[config.mk]
export PLATFORM = sky130hd
export DESIGN_NAME = coreTop
export DESIGN_NICKNAME = d
export VERILOG_FILES = /design/src/design/corePkg.sv /design/src/design/coreTop.sv /design/src/design/execUnit.sv /design/src/design/operandForward.sv /design/src/design/regFile.sv /design/src/design/instrDecode.sv
export SDC_FILE = /design/constraint.sdc
export NUM_CORES = 2
export LEC_CHECK = 0
export BUFFER_PORTS_ARGS = -buffer_cell sky130_fd_sc_hd__buf_2
export CORE_MARGIN = 10
export CORE_UTILIZATION = 35
export CTS_CLUSTER_SIZE = 16
export DETAILED_ROUTE_END_ITERATION = 10
export PLACE_DENSITY = 0.57
export SYNTH_ARGS = -nofsm -noshare
export SYNTH_HDL_FRONTEND = slang
export SYNTH_SLANG_ARGS = --single-unit
[constraint.sdc]
create_clock -name clk -period 4.3 [get_ports clk]
set_input_delay 0.43 -clock clk [delete_from_list [all_inputs] [get_ports clk]]
set_output_delay 0.43 -clock clk [all_outputs]
set_load 0.01 [all_outputs]
[src/design/corePkg.sv]
/*
 * Core package
 * Widths, value types, accepted opcodes and ALU operations shared by the
 * integer pipeline
 */
`default_nettype none

package corePkg;

	// Integer datapath and register index widths
	localparam int DATA_WIDTH    = 32;
	localparam int RF_ADDR_WIDTH = 5;

	typedef logic [DATA_WIDTH-1:0]    data_t;
	typedef logic [RF_ADDR_WIDTH-1:0] regAddr_t;
	typedef logic [31:0]              instr_t;

	// Major opcodes the pipeline accepts
	localparam logic [6:0] OPC_OP     = 7'b0110011;
	localparam logic [6:0] OPC_OP_IMM = 7'b0010011;
	localparam logic [6:0] OPC_LUI    = 7'b0110111;

	// ALU operations selected in decode
	typedef enum logic [3:0] {
		ADD    = 4'd0,
		SUB    = 4'd1,
		SLL    = 4'd2,
		SLT    = 4'd3,
		SLTU   = 4'd4,
		XOR    = 4'd5,
		SRL    = 4'd6,
		SRA    = 4'd7,
		OR     = 4'd8,
		AND    = 4'd9,
		// LUI passes the upper immediate straight through
		PASS_B = 4'd10
	} aluOp_e;

endpackage

`default_nettype wire
[src/design/coreTop.sv]
/*
 * Core top
 * Three-stage integer pipeline: decode, execute and writeback with
 * full operand forwarding
 */
`timescale 1ns/1ps
`default_nettype none

module coreTop (
	input  logic              clk,
	input  logic              i_rst,
	input  logic              i_instrValid,
	input  corePkg::instr_t   i_instr,
	output logic              o_wbValid,
	output corePkg::regAddr_t o_wbAddr,
	output corePkg::data_t    o_wbData
);
	import corePkg::*;

	regAddr_t rs1Addr;
	regAddr_t rs2Addr;
	data_t    rfRs1Data;
	data_t    rfRs2Data;
	data_t    fwdRs1Data;
	data_t    fwdRs2Data;

	logic     exValid;
	aluOp_e   exAluOp;
	regAddr_t exRdAddr;
	data_t    exOpA;
	data_t    exOpB;
	data_t    exResult;

	instrDecode i_instrDecode (
		.clk          (clk),
		.i_rst        (i_rst),
		.i_instrValid (i_instrValid),
		.i_instr      (i_instr),
		.i_rs1Data    (fwdRs1Data),
		.i_rs2Data    (fwdRs2Data),
		.o_rs1Addr    (rs1Addr),
		.o_rs2Addr    (rs2Addr),
		.o_exValid    (exValid),
		.o_exAluOp    (exAluOp),
		.o_exRdAddr   (exRdAddr),
		.o_exOpA      (exOpA),
		.o_exOpB      (exOpB)
	);

	// Written from the writeback stage
	regFile i_regFile (
		.clk       (clk),
		.i_rst     (i_rst),
		.i_rs1Addr (rs1Addr),
		.i_rs2Addr (rs2Addr),
		.o_rs1Data (rfRs1Data),
		.o_rs2Data (rfRs2Data),
		.i_wrEn    (o_wbValid),
		.i_wrAddr  (o_wbAddr),
		.i_wrData  (o_wbData)
	);

	operandForward i_operandForward (
		.i_rs1Addr   (rs1Addr),
		.i_rs2Addr   (rs2Addr),
		.i_rfRs1Data (rfRs1Data),
		.i_rfRs2Data (rfRs2Data),
		.i_exValid   (exValid),
		.i_exRdAddr  (exRdAddr),
		.i_exResult  (exResult),
		.i_wbValid   (o_wbValid),
		.i_wbAddr    (o_wbAddr),
		.i_wbData    (o_wbData),
		.o_rs1Data   (fwdRs1Data),
		.o_rs2Data   (fwdRs2Data)
	);

	execUnit i_execUnit (
		.clk        (clk),
		.i_rst      (i_rst),
		.i_exValid  (exValid),
		.i_exAluOp  (exAluOp),
		.i_exRdAddr (exRdAddr),
		.i_exOpA    (exOpA),
		.i_exOpB    (exOpB),
		.o_exResult (exResult),
		.o_wbValid  (o_wbValid),
		.o_wbAddr   (o_wbAddr),
		.o_wbData   (o_wbData)
	);

endmodule

`default_nettype wire

[src/design/execUnit.sv]
/*
 * Execute unit
 * Integer ALU with its result exposed for forwarding, plus the register
 * that feeds the writeback stage
 */
`timescale 1ns/1ps
`default_nettype none

module execUnit (
	input  logic              clk,
	input  logic              i_rst,
	input  logic              i_exValid,
	input  corePkg::aluOp_e   i_exAluOp,
	input  corePkg::regAddr_t i_exRdAddr,
	input  corePkg::data_t    i_exOpA,
	input  corePkg::data_t    i_exOpB,
	output corePkg::data_t    o_exResult,
	output logic              o_wbValid,
	output corePkg::regAddr_t o_wbAddr,
	output corePkg::data_t    o_wbData
);
	import corePkg::*;

	logic [4:0] shamt;
	logic       ltSigned;
	logic       ltUnsigned;

	// Shift amount is masked to the low five bits
	assign shamt      = i_exOpB[4:0];
	assign ltSigned   = $signed(i_exOpA) < $signed(i_exOpB);
	assign ltUnsigned = i_exOpA < i_exOpB;

	always_comb begin
		case (i_exAluOp)
			ADD:    o_exResult = i_exOpA + i_exOpB;
			SUB:    o_exResult = i_exOpA - i_exOpB;
			SLL:    o_exResult = i_exOpA << shamt;
			SLT:    o_exResult = {{(DATA_WIDTH-1){1'b0}}, ltSigned};
			SLTU:   o_exResult = {{(DATA_WIDTH-1){1'b0}}, ltUnsigned};
			XOR:    o_exResult = i_exOpA ^ i_exOpB;
			SRL:    o_exResult = i_exOpA >> shamt;
			// Arithmetic shift keeps the sign bit
			SRA:    o_exResult = data_t'($signed(i_exOpA) >>> shamt);
			OR:     o_exResult = i_exOpA | i_exOpB;
			AND:    o_exResult = i_exOpA & i_exOpB;
			PASS_B: o_exResult = i_exOpB;
			default: o_exResult = '0;
		endcase
	end

	always_ff @(posedge clk) begin
		if (i_rst) begin
			o_wbValid <= 1'b0;
		end else begin
			o_wbValid <= i_exValid;
		end
	end

	// Writeback payload
	always_ff @(posedge clk) begin
		o_wbAddr <= i_exRdAddr;
		o_wbData <= o_exResult;
	end

endmodule

`default_nettype wire

[src/design/operandForward.sv]
/*
 * Operand forwarding
 * Picks each source operand from execute, writeback or the register file
 */
`timescale 1ns/1ps
`default_nettype none

module operandForward (
	input  corePkg::regAddr_t i_rs1Addr,
	input  corePkg::regAddr_t i_rs2Addr,
	input  corePkg::data_t    i_rfRs1Data,
	input  corePkg::data_t    i_rfRs2Data,
	input  logic              i_exValid,
	input  corePkg::regAddr_t i_exRdAddr,
	input  corePkg::data_t    i_exResult,
	input  logic              i_wbValid,
	input  corePkg::regAddr_t i_wbAddr,
	input  corePkg::data_t    i_wbData,
	output corePkg::data_t    o_rs1Data,
	output corePkg::data_t    o_rs2Data
);
	import corePkg::*;

	// Youngest producer wins, then writeback, then the stored value
	function automatic data_t pickOperand(
		input regAddr_t srcAddr,
		input data_t    rfData,
		input logic     exValid,
		input regAddr_t exRdAddr,
		input data_t    exResult,
		input logic     wbValid,
		input regAddr_t wbAddr,
		input data_t    wbData
	);
		if (exValid && exRdAddr == srcAddr) begin
			return exResult;
		end
		if (wbValid && wbAddr == srcAddr) begin
			return wbData;
		end
		return rfData;
	endfunction

	assign o_rs1Data = pickOperand(i_rs1Addr, i_rfRs1Data, i_exValid, i_exRdAddr,
		i_exResult, i_wbValid, i_wbAddr, i_wbData);
	assign o_rs2Data = pickOperand(i_rs2Addr, i_rfRs2Data, i_exValid, i_exRdAddr,
		i_exResult, i_wbValid, i_wbAddr, i_wbData);

endmodule

`default_nettype wire

[src/design/regFile.sv]
/*
 * Register file
 * Thirty-two integer registers, two combinational reads, one clocked write
 */
`timescale 1ns/1ps
`default_nettype none

module regFile (
	input  logic              clk,
	input  logic              i_rst,
	input  corePkg::regAddr_t i_rs1Addr,
	input  corePkg::regAddr_t i_rs2Addr,
	output corePkg::data_t    o_rs1Data,
	output corePkg::data_t    o_rs2Data,
	input  logic              i_wrEn,
	input  corePkg::regAddr_t i_wrAddr,
	input  corePkg::data_t    i_wrData
);
	import corePkg::*;

	data_t regs [2**RF_ADDR_WIDTH];

	// Entry 0 stays zero since decode never enables a write to x0
	always_ff @(posedge clk) begin
		if (i_rst) begin
			for (int i = 0; i < 2**RF_ADDR_WIDTH; i++) begin
				regs[i] <= '0;
			end
		end else if (i_wrEn) begin
			regs[i_wrAddr] <= i_wrData;
		end
	end

	// Same-cycle writes are covered by the forwarding block
	assign o_rs1Data = regs[i_rs1Addr];
	assign o_rs2Data = regs[i_rs2Addr];

endmodule

`default_nettype wire

[src/design/instrDecode.sv]
/*
 * Instruction decode
 * Recognises the supported RV32I ops, builds the immediate and registers
 * forwarded operands and control into the execute stage
 */
`timescale 1ns/1ps
`default_nettype none

module instrDecode (
	input  logic              clk,
	input  logic              i_rst,
	input  logic              i_instrValid,
	input  corePkg::instr_t   i_instr,
	input  corePkg::data_t    i_rs1Data,
	input  corePkg::data_t    i_rs2Data,
	output corePkg::regAddr_t o_rs1Addr,
	output corePkg::regAddr_t o_rs2Addr,
	output logic              o_exValid,
	output corePkg::aluOp_e   o_exAluOp,
	output corePkg::regAddr_t o_exRdAddr,
	output corePkg::data_t    o_exOpA,
	output corePkg::data_t    o_exOpB
);
	import corePkg::*;

	logic [6:0] opcode;
	logic [2:0] funct3;
	logic [6:0] funct7;
	regAddr_t   rdAddr;
	data_t      immI;
	data_t      immU;
	aluOp_e     aluOp;
	logic       supported;
	data_t      opB;

	assign opcode    = i_instr[6:0];
	assign rdAddr    = i_instr[11:7];
	assign funct3    = i_instr[14:12];
	assign funct7    = i_instr[31:25];
	assign o_rs1Addr = i_instr[19:15];
	assign o_rs2Addr = i_instr[24:20];

	assign immI = {{20{i_instr[31]}}, i_instr[31:20]};
	assign immU = {i_instr[31:12], 12'b0};

	always_comb begin
		// Register and immediate forms share the funct3 mapping
		case (funct3)
			3'b000: aluOp = (opcode == OPC_OP && funct7[5]) ? SUB : ADD;
			3'b001: aluOp = SLL;
			3'b010: aluOp = SLT;
			3'b011: aluOp = SLTU;
			3'b100: aluOp = XOR;
			3'b101: aluOp = funct7[5] ? SRA : SRL;
			3'b110: aluOp = OR;
			default: aluOp = AND;
		endcase
		supported = 1'b0;
		opB = i_rs2Data;
		case (opcode)
			OPC_OP: begin
				supported = (funct7 == 7'b0000000) ||
					(funct7 == 7'b0100000 && (funct3 == 3'b000 || funct3 == 3'b101));
			end
			OPC_OP_IMM: begin
				opB = immI;
				// Shift immediates reuse the funct7 field above shamt
				if (funct3 == 3'b001) begin
					supported = (funct7 == 7'b0000000);
				end else if (funct3 == 3'b101) begin
					supported = (funct7 == 7'b0000000) || (funct7 == 7'b0100000);
				end else begin
					supported = 1'b1;
				end
			end
			OPC_LUI: begin
				aluOp = PASS_B;
				opB = immU;
				supported = 1'b1;
			end
			default: begin
				supported = 1'b0;
			end
		endcase
	end

	// Only real register writes travel down the pipe as valid
	always_ff @(posedge clk) begin
		if (i_rst) begin
			o_exValid <= 1'b0;
		end else begin
			o_exValid <= i_instrValid && supported && (rdAddr != '0);
		end
	end

	always_ff @(posedge clk) begin
		o_exAluOp  <= aluOp;
		o_exRdAddr <= rdAddr;
		o_exOpA    <= i_rs1Data;
		o_exOpB    <= opB;
	end

endmodule

`default_nettype wire

==> impl_metrics.tcl <==
set metrics [dict create \
    outcome "finished, final reports clean" \
    initial_utilization 0.353 \
    cts_root_buffer "clkbuf_16" \
    p_per_area_nw_per_um2 426 \
    reg2reg_depth 13 \
    routed_wl_mm 271 \
    hold_viol 0 \
    max_stage_delay_ps 470 \
    ios 73 \
    crit_chain "inv_1, ha_1, a211oi_1, o21ai_0, o21ai_1, a211oi_1, buf_4, or2_2, a31o_2, a41oi_1, xnor2_1, a221oi_1, mux2i_1" \
    synth_edf_count 1024 \
    synth_common_cells "and2_1 (1032), edfxtp_1 (1024), mux4_2 (672)" \
    synth_async_sr_flop_share 0 \
    seqPwrFrac 0.406 \
    htree_num_levels 4 \
    grt_max_degree 68 \
    worstMarginPinSlew_ps 1310 \
    synth_nets 5172 \
    cts_tree "built" \
    switching_share 0.335 \
    min_path_cells 2 \
    end_kind "register" \
    rsz0062_at_grt "no" \
    drc 0 \
    tns_ps 0 \
    clockBufferDepth 3 \
    nFillCells 17700 \
    die_area_um2 210000 \
    synth.most_common_cell "and2_1" \
    fmax_mhz 249 \
    clkPwrFrac 0.344 \
    crit_fanout 6 \
    switchingPower_mw 10.9 \
    period_needed_ps 4010 \
    synth_area_leaders "edfxtp_1 (46%), mux4_2 (22%), and2_1 (9.6%)" \
    yosys.area.top_type "edfxtp_1" \
    area_growth_pct 14.0 \
    synth-main-ff-cell "edfxtp_1" \
    rows 160 \
    setup_viol 0 \
    wire_per_inst_um 35.1 \
    max-cap-violations 0 \
    clk_pin_slew_ps 60 \
    required_ps 4910 \
    worstPathArrival_ps 4620 \
    clock_latency_ps 790 \
    maxSlewViolCount 0 \
    cts_sinks 1136 \
    synth_top_area_share 0.456 \
    ir_drop_mv 0.340 \
    dieWidth_um 459 \
    nNetsFinal 5218 \
    synth-seq-area-share 0.490 \
    port_buffers 72 \
    core_um2 191000 \
    worstSetupPathType "register to register" \
    drt_iter0_markers 7034 \
    numCtsBuffers 132 \
    critPathLaunchType "register" \
    dr.pass1.iters 7 \
    dp_hpwl_mm 174 \
    final_util 0.402 \
    syn_area_um2 67400 \
    grtUsageTotal 0.251 \
    grt-ovfl-total 0 \
    p_int_mw 21.7 \
    power_frac_comb 0.250 \
    synth_cell_types 76 \
    synth.avg_cell_area_um2 13.4 \
    slew_headroom 0.127 \
    grt_pass1_wl_mm 376 \
    drive_gt1_frac 0.266 \
    p_leak_nw 27.9 \
    ant_nets 0 \
    cp_common_cell "a211oi_1" \
    seq_area_um2 33000 \
    synthCells 5035 \
    worstHoldPathType "input port to register" \
    synth-seq-cells 1136 \
    vias_per_cell 6.18 \
    multi_input_area_um2 32300 \
    skew_ps 36.6 \
    globalplace.congestion 0.963 \
    routed-via-count 47600 \
    dieHeight_um 459 \
    ys.warnings.count 0 \
    grt_antenna_before_repair 29 \
    min_period_over_period 0.933 \
    grt_pass1_vias 47200 \
    crit_path_top_delay_cell "a221oi_1" \
]
-- power groups by stage --
stage / Sequential (mW) / Combinational (mW) / Clock (mW)
6_report: 13.3 / 8.18 / 11.2
3_5_place_dp: 13.4 / 7.98 / 0
5_1_grt: 13.3 / 8.54 / 11.8
2_1_floorplan: 13.2 / 4.53 / 0
3_3_place_gp: 13.4 / 8.01 / 0
4_1_cts: 13.2 / 8.02 / 11.4
-- flip-flops by register name, summed over array words and instances, names as in the netlist --
| register | count |
|---|---|
| i_regFile.regs | 1024 |
| i_execUnit.o_wbData | 32 |
| i_instrDecode.o_exOpA | 32 |
| i_instrDecode.o_exOpB | 32 |
| i_execUnit.o_wbAddr | 5 |
| i_instrDecode.o_exRdAddr | 5 |
| i_instrDecode.o_exAluOp | 4 |
| i_execUnit.o_wbValid | 1 |
| i_instrDecode.o_exValid | 1 |
-- placed cells by master, fill, tap and decap left out, types with 20 or more instances in the layout --
master     synthesis  final
buf_2             33     63
o21ai_0          140    139
clkinv_2           0     32
a21o_1            23     23
edfxtp_1        1024   1024
mux2i_1          138    138
ha_1             100    100
o211ai_1          30     30
nand3_1           28     28
buf_12             0     54
nor2_1           242    208
nor3_1            31     28
nor2_4             0     32
inv_1            119    119
a221oi_1          30     30
a211oi_1          39     39
clkbuf_16          0    133
nand2_1          164    164
buf_4              4    280
clkbuf_1         383     23
clkinv_1           4     33
a21oi_1          190    190
or2_2             37     37
mux4_2           672    672
and2_1          1032   1032
dfxtp_1          112    107
a31oi_1           20     20
-- area by class of cell --
cell class | count | area share
well taps | 2511 | 0.0409
flip-flops and latches | 1136 | 0.430
multi-input cells | 3278 | 0.420
clock buffers | 157 | 0.0446
inverters | 123 | 0.00601
repair buffers | 410 | 0.0475
diodes | 13 | 0.000424
clock inverters | 84 | 0.0105
-- logic make-up (layout without fill, tap and decap cells) --
kind of cell             count (synthesis)  after routing  share of synthesized area
flip-flops                            1136           1136                      0.490
adder cells (fa/ha/maj)                102            102                     0.0192
XOR/XNOR                                35             35                    0.00455
multiplexers                           829            829                      0.248
AND/OR/NAND/NOR                       1639           1639                      0.137
AO/OA/AOI/OAI                          673            673                     0.0662
other                                    0             13                          0
buffers and inverters                  621            774                     0.0355
-- worst max-delay path: cells and delay by family (launching register included) --
family / cells / cell delay [ps]
AO/OA/AOI/OAI: 7 / 2030
adder cells (fa/ha/maj): 1 / 370
multiplexers: 1 / 180
AND/OR/NAND/NOR: 1 / 390
flip-flops: 1 / 420
XOR/XNOR: 1 / 100
buffers and inverters: 2 / 340
-- path summary, 6_finish.rpt --
kind	start	endpoint	slack [ps]
worst min register to register	i_instrDecode.o_exRdAddr[3]$_DFF_P_	i_execUnit.o_wbAddr[3]$_DFF_P_	390
worst min-delay path	i_instr[14]	i_instrDecode.o_exAluOp[3]$_SDFF_PN1_	60
worst max-delay path	i_instrDecode.o_exOpA[1]$_DFF_P_	i_instrDecode.o_exOpA[23]$_DFF_P_	290
worst max register to register	i_instrDecode.o_exOpA[1]$_DFF_P_	i_instrDecode.o_exOpA[23]$_DFF_P_	290
-- layer usage --
metal  track usage  vias up  part of all wire
met5             0        -           0.00031
met4         0.116       12             0.051
met3        0.0557      622              0.11
met2         0.405     3138              0.47
met1         0.321    24500              0.37
li1              -    19400                 -
-- repair_timing --
action                                  in CTS  in global routing
endpoints found under the hold margin        8                  0
setup buffers                                0                  0
endpoints found under the setup margin       0                  3
hold buffers                                 7                  0
resized for setup                            0                  1
-- through the flow --
step / hold slack (ps) / area, um^2 / setup slack, ps / std cells / power (mW)
2_1_floorplan: 373 / 67400 / 251 / 5035 / 17.8
3_3_place_gp: 383 / 72400 / 352 / 7451 / 21.4
3_5_place_dp: 386 / 72400 / 272 / 7451 / 21.4
4_1_cts: 18.1 / 76800 / 208 / 7699 / 32.6
5_1_grt: 62.4 / 76800 / 46.8 / 7703 / 33.6
6_report: 64.6 / 76800 / 286 / 7712 / 32.7
Note: power is estimated with default switching activity, not from simulation.
